`src/verilog/cpu_pkg.sv`:
```
`default_nettype none

package cpu_pkg;

    // One opcode byte seen as the raw value or as the aaa/bbb/cc fields
    typedef union packed {
        logic [7:0] raw;
        struct packed {
            logic [2:0] aaa;
            logic [2:0] bbb;                // Addressing field
            logic [1:0] cc;                 // Instruction group
        } f;
    } opcode_t;

    typedef enum logic [2:0] {
        ADR_IMM,
        ADR_ZPG,
        ADR_ZPG_X,
        ADR_ABS,
        ADR_ACC,
        ADR_IMPL
    } addr_mode_e;

    typedef enum logic [1:0] {
        ALU_NOP,
        ALU_ASL,
        ALU_ADD,                            // Zero-page base plus X
        ALU_PASS
    } alu_op_e;

    typedef enum logic [1:0] {
        ADDR_PC,
        ADDR_LATCH,
        ADDR_STACK
    } addr_sel_e;

    typedef enum logic [1:0] {
        DBUF_A,
        DBUF_IDL,
        DBUF_STATUS
    } dbuf_sel_e;

    typedef struct packed {
        logic n;
        logic v;
        logic unused;
        logic b;
        logic d;
        logic i;
        logic z;
        logic c;
    } status_t;

    // Control word from the decoder to the datapath
    typedef struct packed {
        alu_op_e   alu_op;
        logic      a_load;
        logic      x_load;
        logic      sp_dec;
        logic      flags_we;                // Update c, z and n from the ALU
        logic      adl_load;
        logic      adh_load;
        logic      adl_from_alu;
        logic      idl_load;
        logic      idl_from_alu;
        dbuf_sel_e dbuf_sel;
        addr_sel_e addr_sel;
        logic      rw;                      // High for read
        logic      pc_inc;
    } ctl_t;

    localparam logic [7:0] OP_ASL_A     = 8'h0A;
    localparam logic [7:0] OP_ASL_ZPG   = 8'h06;
    localparam logic [7:0] OP_ASL_ZPG_X = 8'h16;
    localparam logic [7:0] OP_ASL_ABS   = 8'h0E;
    localparam logic [7:0] OP_LDA_IMM   = 8'hA9;
    localparam logic [7:0] OP_LDX_IMM   = 8'hA2;
    localparam logic [7:0] OP_STA_ZPG   = 8'h85;
    localparam logic [7:0] OP_PHP       = 8'h08;
    localparam logic [7:0] OP_NOP       = 8'hEA;

endpackage

`default_nettype wire

```
`src/verilog/alu.sv`:
```
`default_nettype none

module alu (
    input  wire cpu_pkg::alu_op_e alu_op,
    input  wire [7:0]             a_in,
    input  wire [7:0]             b_in,
    output logic [7:0]            result,
    output logic                  carry,
    output logic                  zero,
    output logic                  negative
);
    import cpu_pkg::*;

    always_comb begin
        case (alu_op)
            ALU_ASL: begin
                {carry, result} = {a_in, 1'b0};         // Bit 7 goes to carry
            end
            ALU_ADD: begin
                {carry, result} = {1'b0, a_in} + {1'b0, b_in};  // Stays in the page
            end
            ALU_PASS: begin
                {carry, result} = {1'b0, a_in};
            end
            default: begin
                {carry, result} = 9'h000;
            end
        endcase
    end

    assign zero     = (result == 8'h00);
    assign negative = result[7];

endmodule

`default_nettype wire

```
`src/verilog/register_file.sv`:
```
`default_nettype none

module register_file (
    input  wire              clk,
    input  wire              rst_n,
    input  wire              rdy,
    input  wire cpu_pkg::ctl_t ctl,
    input  wire  [7:0]       data_in,
    input  wire  [7:0]       alu_result,
    input  wire              alu_carry,
    input  wire              alu_zero,
    input  wire              alu_negative,
    output logic [7:0]       a_value,
    output logic [7:0]       x_value,
    output logic [7:0]       sp_value,
    output cpu_pkg::status_t status
);
    import cpu_pkg::*;

    always_ff @(posedge clk) begin
        if (!rst_n) begin
            a_value  <= 8'h00;
            x_value  <= 8'h00;
            sp_value <= 8'hFF;
            status   <= '0;
        end else if (rdy) begin
            if (ctl.a_load) begin
                a_value <= (ctl.alu_op == ALU_ASL) ? alu_result : data_in;
            end
            if (ctl.x_load) begin
                x_value <= data_in;
            end
            if (ctl.sp_dec) begin
                sp_value <= sp_value - 8'd1;    // Stack grows down in page one
            end
            if (ctl.flags_we) begin
                status.c <= alu_carry;
            end
            // Loads pass through the ALU so z and n always come from its result
            if (ctl.flags_we || ctl.a_load || ctl.x_load) begin
                status.z <= alu_zero;
                status.n <= alu_negative;
            end
        end
    end

    a_flags_x_excl: assert property (@(posedge clk) disable iff (!rst_n)
        !(ctl.flags_we && ctl.x_load));

endmodule

`default_nettype wire

```
`src/verilog/address_unit.sv`:
```
`default_nettype none

module address_unit #(
    parameter logic [15:0] RESET_PC = 16'h0200
) (
    input  wire              clk,
    input  wire              rst_n,
    input  wire              rdy,
    input  wire cpu_pkg::ctl_t ctl,
    input  wire  [7:0]       data_in,
    input  wire  [7:0]       alu_result,
    input  wire  [7:0]       sp_value,
    input  wire  [7:0]       a_value,
    input  wire cpu_pkg::status_t status,
    output logic [7:0]       adl,
    output logic [15:0]      addr,
    output logic [7:0]       data_out
);
    import cpu_pkg::*;

    logic [15:0] pc;
    logic [7:0]  adh;
    logic [7:0]  idl;
    status_t     pushed;

    always_ff @(posedge clk) begin
        if (!rst_n) begin
            pc <= RESET_PC;
        end else if (rdy && ctl.pc_inc) begin
            pc <= pc + 16'd1;
        end
    end

    always_ff @(posedge clk) begin
        if (rdy) begin
            if (ctl.adl_load) begin
                adl <= ctl.adl_from_alu ? alu_result : data_in;
            end
            if (ctl.adh_load) begin
                adh <= data_in;
            end else if (ctl.adl_load && !ctl.adl_from_alu) begin
                adh <= 8'h00;                   // Zero page until a high byte arrives
            end
            if (ctl.idl_load) begin
                idl <= ctl.idl_from_alu ? alu_result : data_in;
            end
        end
    end

    always_comb begin
        case (ctl.addr_sel)
            ADDR_LATCH: addr = {adh, adl};
            ADDR_STACK: addr = {8'h01, sp_value};
            default:    addr = pc;
        endcase
    end

    always_comb begin
        pushed   = status;
        pushed.b = 1'b1;                        // Set in the pushed copy only
        case (ctl.dbuf_sel)
            DBUF_IDL:    data_out = idl;
            DBUF_STATUS: data_out = pushed;
            default:     data_out = a_value;
        endcase
    end

endmodule

`default_nettype wire

```
`src/verilog/instruction_decode.sv`:
```
`default_nettype none

module instruction_decode (
    input  wire           clk,
    input  wire           rst_n,
    input  wire           rdy,
    input  wire  [7:0]    data_in,
    output cpu_pkg::ctl_t ctl
);
    import cpu_pkg::*;

    typedef enum logic [3:0] {
        FETCH,
        OPERAND,
        ADR_LOW,
        ADR_HIGH,
        ADR_INDEX,
        DATA_READ,
        MODIFY,
        WRITE_BACK,
        PUSH
    } state_e;

    state_e     state;
    state_e     state_next;
    opcode_t    opcode;
    addr_mode_e mode;
    addr_mode_e fetched_mode;

    function automatic logic is_supported(opcode_t op);
        case (op.raw)
            OP_ASL_A, OP_ASL_ZPG, OP_ASL_ZPG_X, OP_ASL_ABS,
            OP_LDA_IMM, OP_LDX_IMM, OP_STA_ZPG, OP_PHP: return 1'b1;
            default: return 1'b0;
        endcase
    endfunction

    function automatic addr_mode_e mode_of(opcode_t op);
        addr_mode_e m;
        case (op.f.bbb)
            3'b000: m = (op.f.cc == 2'b10) ? ADR_IMM : ADR_IMPL;
            3'b001: m = ADR_ZPG;
            3'b010: begin
                if (op.f.cc == 2'b01) begin
                    m = ADR_IMM;
                end else if (op.f.cc == 2'b10) begin
                    m = ADR_ACC;
                end else begin
                    m = ADR_IMPL;
                end
            end
            3'b011: m = ADR_ABS;
            3'b101: m = ADR_ZPG_X;
            default: m = ADR_IMPL;
        endcase
        if (!is_supported(op)) begin
            m = ADR_IMPL;                   // NOP and unknown opcodes idle one cycle
        end
        return m;
    endfunction

    always_comb fetched_mode = mode_of(data_in);

    always_ff @(posedge clk) begin
        if (!rst_n) begin
            state      <= FETCH;
            opcode.raw <= OP_NOP;
            mode       <= ADR_IMPL;
        end else if (rdy) begin
            state <= state_next;
            if (state == FETCH) begin
                opcode.raw <= data_in;
                mode       <= fetched_mode;
            end
        end
    end

    always_comb begin
        ctl        = '0;
        ctl.rw     = 1'b1;
        state_next = state;
        case (state)
            FETCH: begin
                ctl.pc_inc = 1'b1;
                if (fetched_mode inside {ADR_ZPG, ADR_ZPG_X, ADR_ABS}) begin
                    state_next = ADR_LOW;
                end else begin
                    state_next = OPERAND;
                end
            end
            OPERAND: begin
                case (mode)
                    ADR_IMM: begin
                        ctl.pc_inc = 1'b1;
                        ctl.alu_op = ALU_PASS;  // Flags from the loaded byte
                        ctl.a_load = (opcode.raw == OP_LDA_IMM);
                        ctl.x_load = (opcode.raw == OP_LDX_IMM);
                    end
                    ADR_ACC: begin
                        ctl.alu_op   = ALU_ASL;
                        ctl.a_load   = 1'b1;
                        ctl.flags_we = 1'b1;
                    end
                    default: ;
                endcase
                state_next = (opcode.raw == OP_PHP) ? PUSH : FETCH;
            end
            ADR_LOW: begin
                ctl.pc_inc   = 1'b1;
                ctl.adl_load = 1'b1;
                case (mode)
                    ADR_ABS:   state_next = ADR_HIGH;
                    ADR_ZPG_X: state_next = ADR_INDEX;
                    default:   state_next = (opcode.raw == OP_STA_ZPG) ? WRITE_BACK : DATA_READ;
                endcase
            end
            ADR_HIGH: begin
                ctl.pc_inc   = 1'b1;
                ctl.adh_load = 1'b1;
                state_next   = DATA_READ;
            end
            ADR_INDEX: begin
                ctl.alu_op       = ALU_ADD;
                ctl.adl_load     = 1'b1;
                ctl.adl_from_alu = 1'b1;
                ctl.addr_sel     = ADDR_LATCH;  // Dummy read of the unindexed byte
                state_next       = DATA_READ;
            end
            DATA_READ: begin
                ctl.addr_sel = ADDR_LATCH;
                ctl.idl_load = 1'b1;
                state_next   = MODIFY;
            end
            MODIFY: begin
                ctl.alu_op       = ALU_ASL;
                ctl.idl_load     = 1'b1;
                ctl.idl_from_alu = 1'b1;
                ctl.flags_we     = 1'b1;
                ctl.dbuf_sel     = DBUF_IDL;    // Feeds the latch to the shifter
                ctl.addr_sel     = ADDR_LATCH;
                state_next       = WRITE_BACK;
            end
            WRITE_BACK: begin
                ctl.addr_sel = ADDR_LATCH;
                ctl.rw       = 1'b0;
                ctl.dbuf_sel = (opcode.raw == OP_STA_ZPG) ? DBUF_A : DBUF_IDL;
                state_next   = FETCH;
            end
            PUSH: begin
                ctl.addr_sel = ADDR_STACK;
                ctl.rw       = 1'b0;
                ctl.dbuf_sel = DBUF_STATUS;
                ctl.sp_dec   = 1'b1;
                state_next   = FETCH;
            end
            default: state_next = FETCH;
        endcase
    end

    a_write_state: assert property (@(posedge clk) disable iff (!rst_n)
        !ctl.rw |-> state inside {WRITE_BACK, PUSH});

    a_stall_holds: assert property (@(posedge clk) disable iff (!rst_n)
        !rdy |=> state == $past(state));

endmodule

`default_nettype wire

```
`src/verilog/cpu_core.sv`:
```
`default_nettype none

module cpu_core #(
    parameter logic [15:0] RESET_PC = 16'h0200
) (
    input  wire         clk,
    input  wire         rst_n,
    input  wire         rdy,
    input  wire  [7:0]  data_in,
    output logic [15:0] addr,
    output logic [7:0]  data_out,
    output logic        rw
);
    import cpu_pkg::*;

    ctl_t       ctl;
    status_t    status;
    logic [7:0] a_value;
    logic [7:0] x_value;
    logic [7:0] sp_value;
    logic [7:0] adl;
    logic [7:0] alu_a;
    logic [7:0] alu_b;
    logic [7:0] alu_result;
    logic       alu_carry;
    logic       alu_zero;
    logic       alu_negative;

    assign rw = ctl.rw;

    // ALU operand select
    always_comb begin
        case (ctl.alu_op)
            ALU_ASL: begin
                alu_a = ctl.idl_from_alu ? data_out : a_value;  // data_out holds the latch
                alu_b = 8'h00;
            end
            ALU_ADD: begin
                alu_a = adl;
                alu_b = x_value;
            end
            ALU_PASS: begin
                alu_a = data_in;
                alu_b = 8'h00;
            end
            default: begin
                alu_a = 8'h00;
                alu_b = 8'h00;
            end
        endcase
    end

    instruction_decode u_decode (
        .clk     (clk),
        .rst_n   (rst_n),
        .rdy     (rdy),
        .data_in (data_in),
        .ctl     (ctl)
    );

    alu u_alu (
        .alu_op   (ctl.alu_op),
        .a_in     (alu_a),
        .b_in     (alu_b),
        .result   (alu_result),
        .carry    (alu_carry),
        .zero     (alu_zero),
        .negative (alu_negative)
    );

    register_file u_regs (
        .clk          (clk),
        .rst_n        (rst_n),
        .rdy          (rdy),
        .ctl          (ctl),
        .data_in      (data_in),
        .alu_result   (alu_result),
        .alu_carry    (alu_carry),
        .alu_zero     (alu_zero),
        .alu_negative (alu_negative),
        .a_value      (a_value),
        .x_value      (x_value),
        .sp_value     (sp_value),
        .status       (status)
    );

    address_unit #(
        .RESET_PC (RESET_PC)
    ) u_addr (
        .clk        (clk),
        .rst_n      (rst_n),
        .rdy        (rdy),
        .ctl        (ctl),
        .data_in    (data_in),
        .alu_result (alu_result),
        .sp_value   (sp_value),
        .a_value    (a_value),
        .status     (status),
        .adl        (adl),
        .addr       (addr),
        .data_out   (data_out)
    );

endmodule

`default_nettype wire

```
`config.mk`:
```
export PLATFORM = sky130hd
export DESIGN_NAME = cpu_core
export DESIGN_NICKNAME = d
export VERILOG_FILES = /design/src/verilog/cpu_pkg.sv /design/src/verilog/alu.sv /design/src/verilog/register_file.sv /design/src/verilog/address_unit.sv /design/src/verilog/instruction_decode.sv /design/src/verilog/cpu_core.sv
export SDC_FILE = /design/constraint.sdc
export NUM_CORES = 1
export LEC_CHECK = 0
export ABC_AREA = 1
export BUFFER_PORTS_ARGS = -buffer_cell sky130_fd_sc_hd__buf_2
export CAP_MARGIN = 20
export CORE_UTILIZATION = 50
export CTS_CLUSTER_DIAMETER = 60
export DETAILED_ROUTE_END_ITERATION = 6
export PLACE_DENSITY_LB_ADDON = 0.08
export SYNTH_ARGS = -nofsm -noshare
export SYNTH_HDL_FRONTEND = slang
export SYNTH_SLANG_ARGS = --single-unit
```
`constraint.sdc`:
```
create_clock -name clk -period 4.3 [get_ports clk]
set_input_delay 0.86 -clock clk [delete_from_list [all_inputs] [get_ports clk]]
set_output_delay 0.86 -clock clk [all_outputs]
set_load 0.1 [all_outputs]
```
==> flow_metrics.env <==
export IMPL_status="finished clean"
export IMPL_die_height_um=105.5
export IMPL_cap_viol_max_count=0
export IMPL_max_freq_ghz=0.2579
export IMPL_die_w_um=105.5
export IMPL_finalCritPeriodShare_pct=90.18
export IMPL_layout_cells_non_filler=948
export IMPL_fin_tns_setup_ns=0
export IMPL_tightest_slew_ns=1.006
export IMPL_synth_area_leader_cell="dfxtp_1"
export IMPL_drv_slew=0
export IMPL_clkTransAtPathRegs_ns=0.09
export IMPL_pin_count=36
export IMPL_dieArea_um2=11130
export IMPL_maxSlewHeadroom_pct=32.86
export IMPL_worst_endpoint_required_ns=4.59
export IMPL_vias_per_cell=5.521
export IMPL_grt_antenna_before_repair=0
export IMPL_n_antenna_cell=0
export IMPL_synth_area_leaders="dfxtp_1 22%, edfxtp_1 13%, nand2_1 12%, inv_1 8.5%, a21oi_1 6.2%"
export IMPL_powerDensity_nw_per_um2=247.1
export IMPL_cts_tree="done"
export IMPL_synth_async_reset_ratio_pct=0
export IMPL_grt_pass1_vias=4895
export IMPL_hp_class="reg2reg"
export IMPL_core_rowCount=37
export IMPL_yosysTopAreaCellShare_pct=21.68
export IMPL_drive_above_1_share_pct=14.66
export IMPL_syn_inst=776
export IMPL_cp_max_fo=9
export IMPL_setup_viol=0
export IMPL_synth_commonest_cells="171 x nand2_1, 122 x inv_1, 66 x a21oi_1, 66 x nand3_1, 66 x o21ai_0"
export IMPL_grt_usage_pct=29.44
export IMPL_cts_root_buf="clkbuf_8"
export IMPL_routed_via_count=5234
export IMPL_route_detailed_drc=0
export IMPL_io_buffers=35
export IMPL_layout_nets=838
export IMPL_arrival_ns=4.17
export IMPL_grt_max_degree=36
export IMPL_leakage_uw=0.002797
export IMPL_dr_pass1_iters=5
export IMPL_fin_worst_skew_ns=0.01087
export IMPL_drt_initial_drc_count=419
export IMPL_rrSetupSlack_ns=0.42
export IMPL_cp_slowest_cell="dfxtp_1"
export IMPL_post_dp_cell_area_um2=5638
export IMPL_synth_area_um2=5356
export IMPL_cp_start_kind="register"
export IMPL_syn_nets=807
export IMPL_ys_ff_latch=82
export IMPL_cp_common_cell="nand2_1"
export IMPL_hold_violations=0
export IMPL_synth_edf_count=24
export IMPL_rsz0062_at_grt="false"
export IMPL_ir_worst_vdd_uv=148.8
export IMPL_ant_nets=0
export IMPL_post_synth_num_cell_types=42
export IMPL_grt_ovfl_total=0
export IMPL_cts_buffers=9
export IMPL_crit_type="reg2reg"
export IMPL_cts_sinks=82
export IMPL_coreArea_um2=10370
export IMPL_area_growth_pct=9.367
export IMPL_wl_per_cell_um=16.58
export IMPL_initial_core_util_pct=51.65
export IMPL_synthFlopType="dfxtp_1"
export IMPL_synth_most_common_cell="nand2_1"
export IMPL_grt_pass1_wl_um=25010
export IMPL_gp_congestion=1.009
export IMPL_final_area_um2=5858
export IMPL_endpoint_kind="register"
export IMPL_timing_final_crit_period_ns=3.878
export IMPL_clock_latency_ns=0.37
export IMPL_critical_path_max_stage_delay_ns=0.36
export IMPL_yosys_warnings=0
export IMPL_cts_max_level=3
export IMPL_dp_hpwl_um=11860
export IMPL_syn_area_per_cell_um2=6.903
export IMPL_place_inst=929
export IMPL_ys_seq_area_share_pct=35.13
export IMPL_wirelength_um=15720
export IMPL_clock_path_buffers=2
==> critical path, delay by kind of cell (launching register included) <==
kind                     cells  cell delay [ns]
buffers and inverters        6             0.53
AO/OA/AOI/OAI                3             0.45
adder cells (fa/ha/maj)      3             0.88
flip-flops                   1             0.36
AND/OR/NAND/NOR             16             1.59
==> sequential cells by signal (all words and copies together), names as in the netlist, 4 cells and up <==
register	count
u_regs.sp_value	8
u_addr.adl	8
u_regs.x_value	8
u_regs.a_value	8
u_addr.adh	8
u_addr.pc	16
u_addr.idl	8
u_decode.state	4
u_decode.opcode	8
==> cell families (layout without fill, tap and decap cells) <==
group / count (synthesis) / in the layout / share of synthesized area (%)
AND/OR/NAND/NOR: 347 / 347 / 30.34
AO/OA/AOI/OAI: 167 / 167 / 17.82
adder cells (fa/ha/maj): 20 / 20 / 4.812
buffers and inverters: 160 / 196 / 11.89
flip-flops: 82 / 82 / 35.13
==> area by class of cell <==
class	count	area, um^2
flip-flops and latches	82	1883
well taps	136	170.2
inverters	132	501.7
repair buffers	48	276.5
multi-input cells	534	2865
fillers	1052	4512
clock inverters	5	30.03
clock buffers	11	131.4
==> metal layers <==
metal	vias to the layer above	global-route usage [%]	part of all wire [%]
met1	2416	39.49	45
met5	-	0	0
met3	19	4.329	7.4
li1	2614	-	-
met4	0	10.22	1.5
met2	185	48.40	47
==> power by group <==
group	total (uW)	internal, uW	switching [uW]
logic	131	31.7	99.7
clock network	503	209	294
registers	813	804	8.93
==> what timing repair did <==
action / CTS / global route
setup endpoints to repair: 0 / 14
hold buffers: 0 / 0
gates resized for setup: 0 / 8
setup buffers: 0 / 2
==> stage by stage <==
stage	hold slack, ns	util [%]	power [uW]	setup slack [ns]
2_1_floorplan	0.4284	-	917.7	0.1070
3_3_place_gp	0.4388	54.37	956.9	0.3693
3_5_place_dp	0.4465	54.37	958.3	0.1657
4_1_cts	0.4669	55.92	1452	0.1223
5_1_grt	0.4972	56.49	1498	0.01673
6_report	0.4653	56.49	1448	0.4221
==> cell usage in the layout (no fill, tap or decap), types with 2 or more instances in the layout <==
cell	n
inv_4	3
clkinv_1	2
nand3_2	11
o21ai_0	66
nand3_1	65
a32o_1	2
nor2_4	5
nor4_1	2
a21oi_1	65
o22ai_1	8
nand4_1	11
inv_2	7
o211ai_1	2
nand2_1	171
clkbuf_8	9
ha_1	18
buf_4	12
clkinvlp_4	2
clkinv_2	2
nor3_2	3
buf_2	35
nor2_2	3
o221ai_1	8
nor3_1	10
a221oi_1	2
edfxtp_1	24
a31oi_1	2
o21a_1	4
nor2_1	49
nor3_4	2
clkbuf_1	2
dfxtp_1	57
nand2_2	11
inv_1	121
a21oi_2	4
==> final timing paths <==
kind              cells past startpoint                         endpoint                             from
setup / recovery                     28    u_regs.status[1]$_SDFFE_PN0P_  u_decode.opcode[0]$_SDFFE_PN0P_
hold / removal                        2  u_regs.sp_value[0]$_SDFFE_PN1P_  u_regs.sp_value[0]$_SDFFE_PN1P_
setup reg to reg                     28    u_regs.status[1]$_SDFFE_PN0P_  u_decode.opcode[0]$_SDFFE_PN0P_
hold reg to reg                       2  u_regs.sp_value[0]$_SDFFE_PN1P_  u_regs.sp_value[0]$_SDFFE_PN1P_
Note: power is estimated with default switching activity, not from simulation.
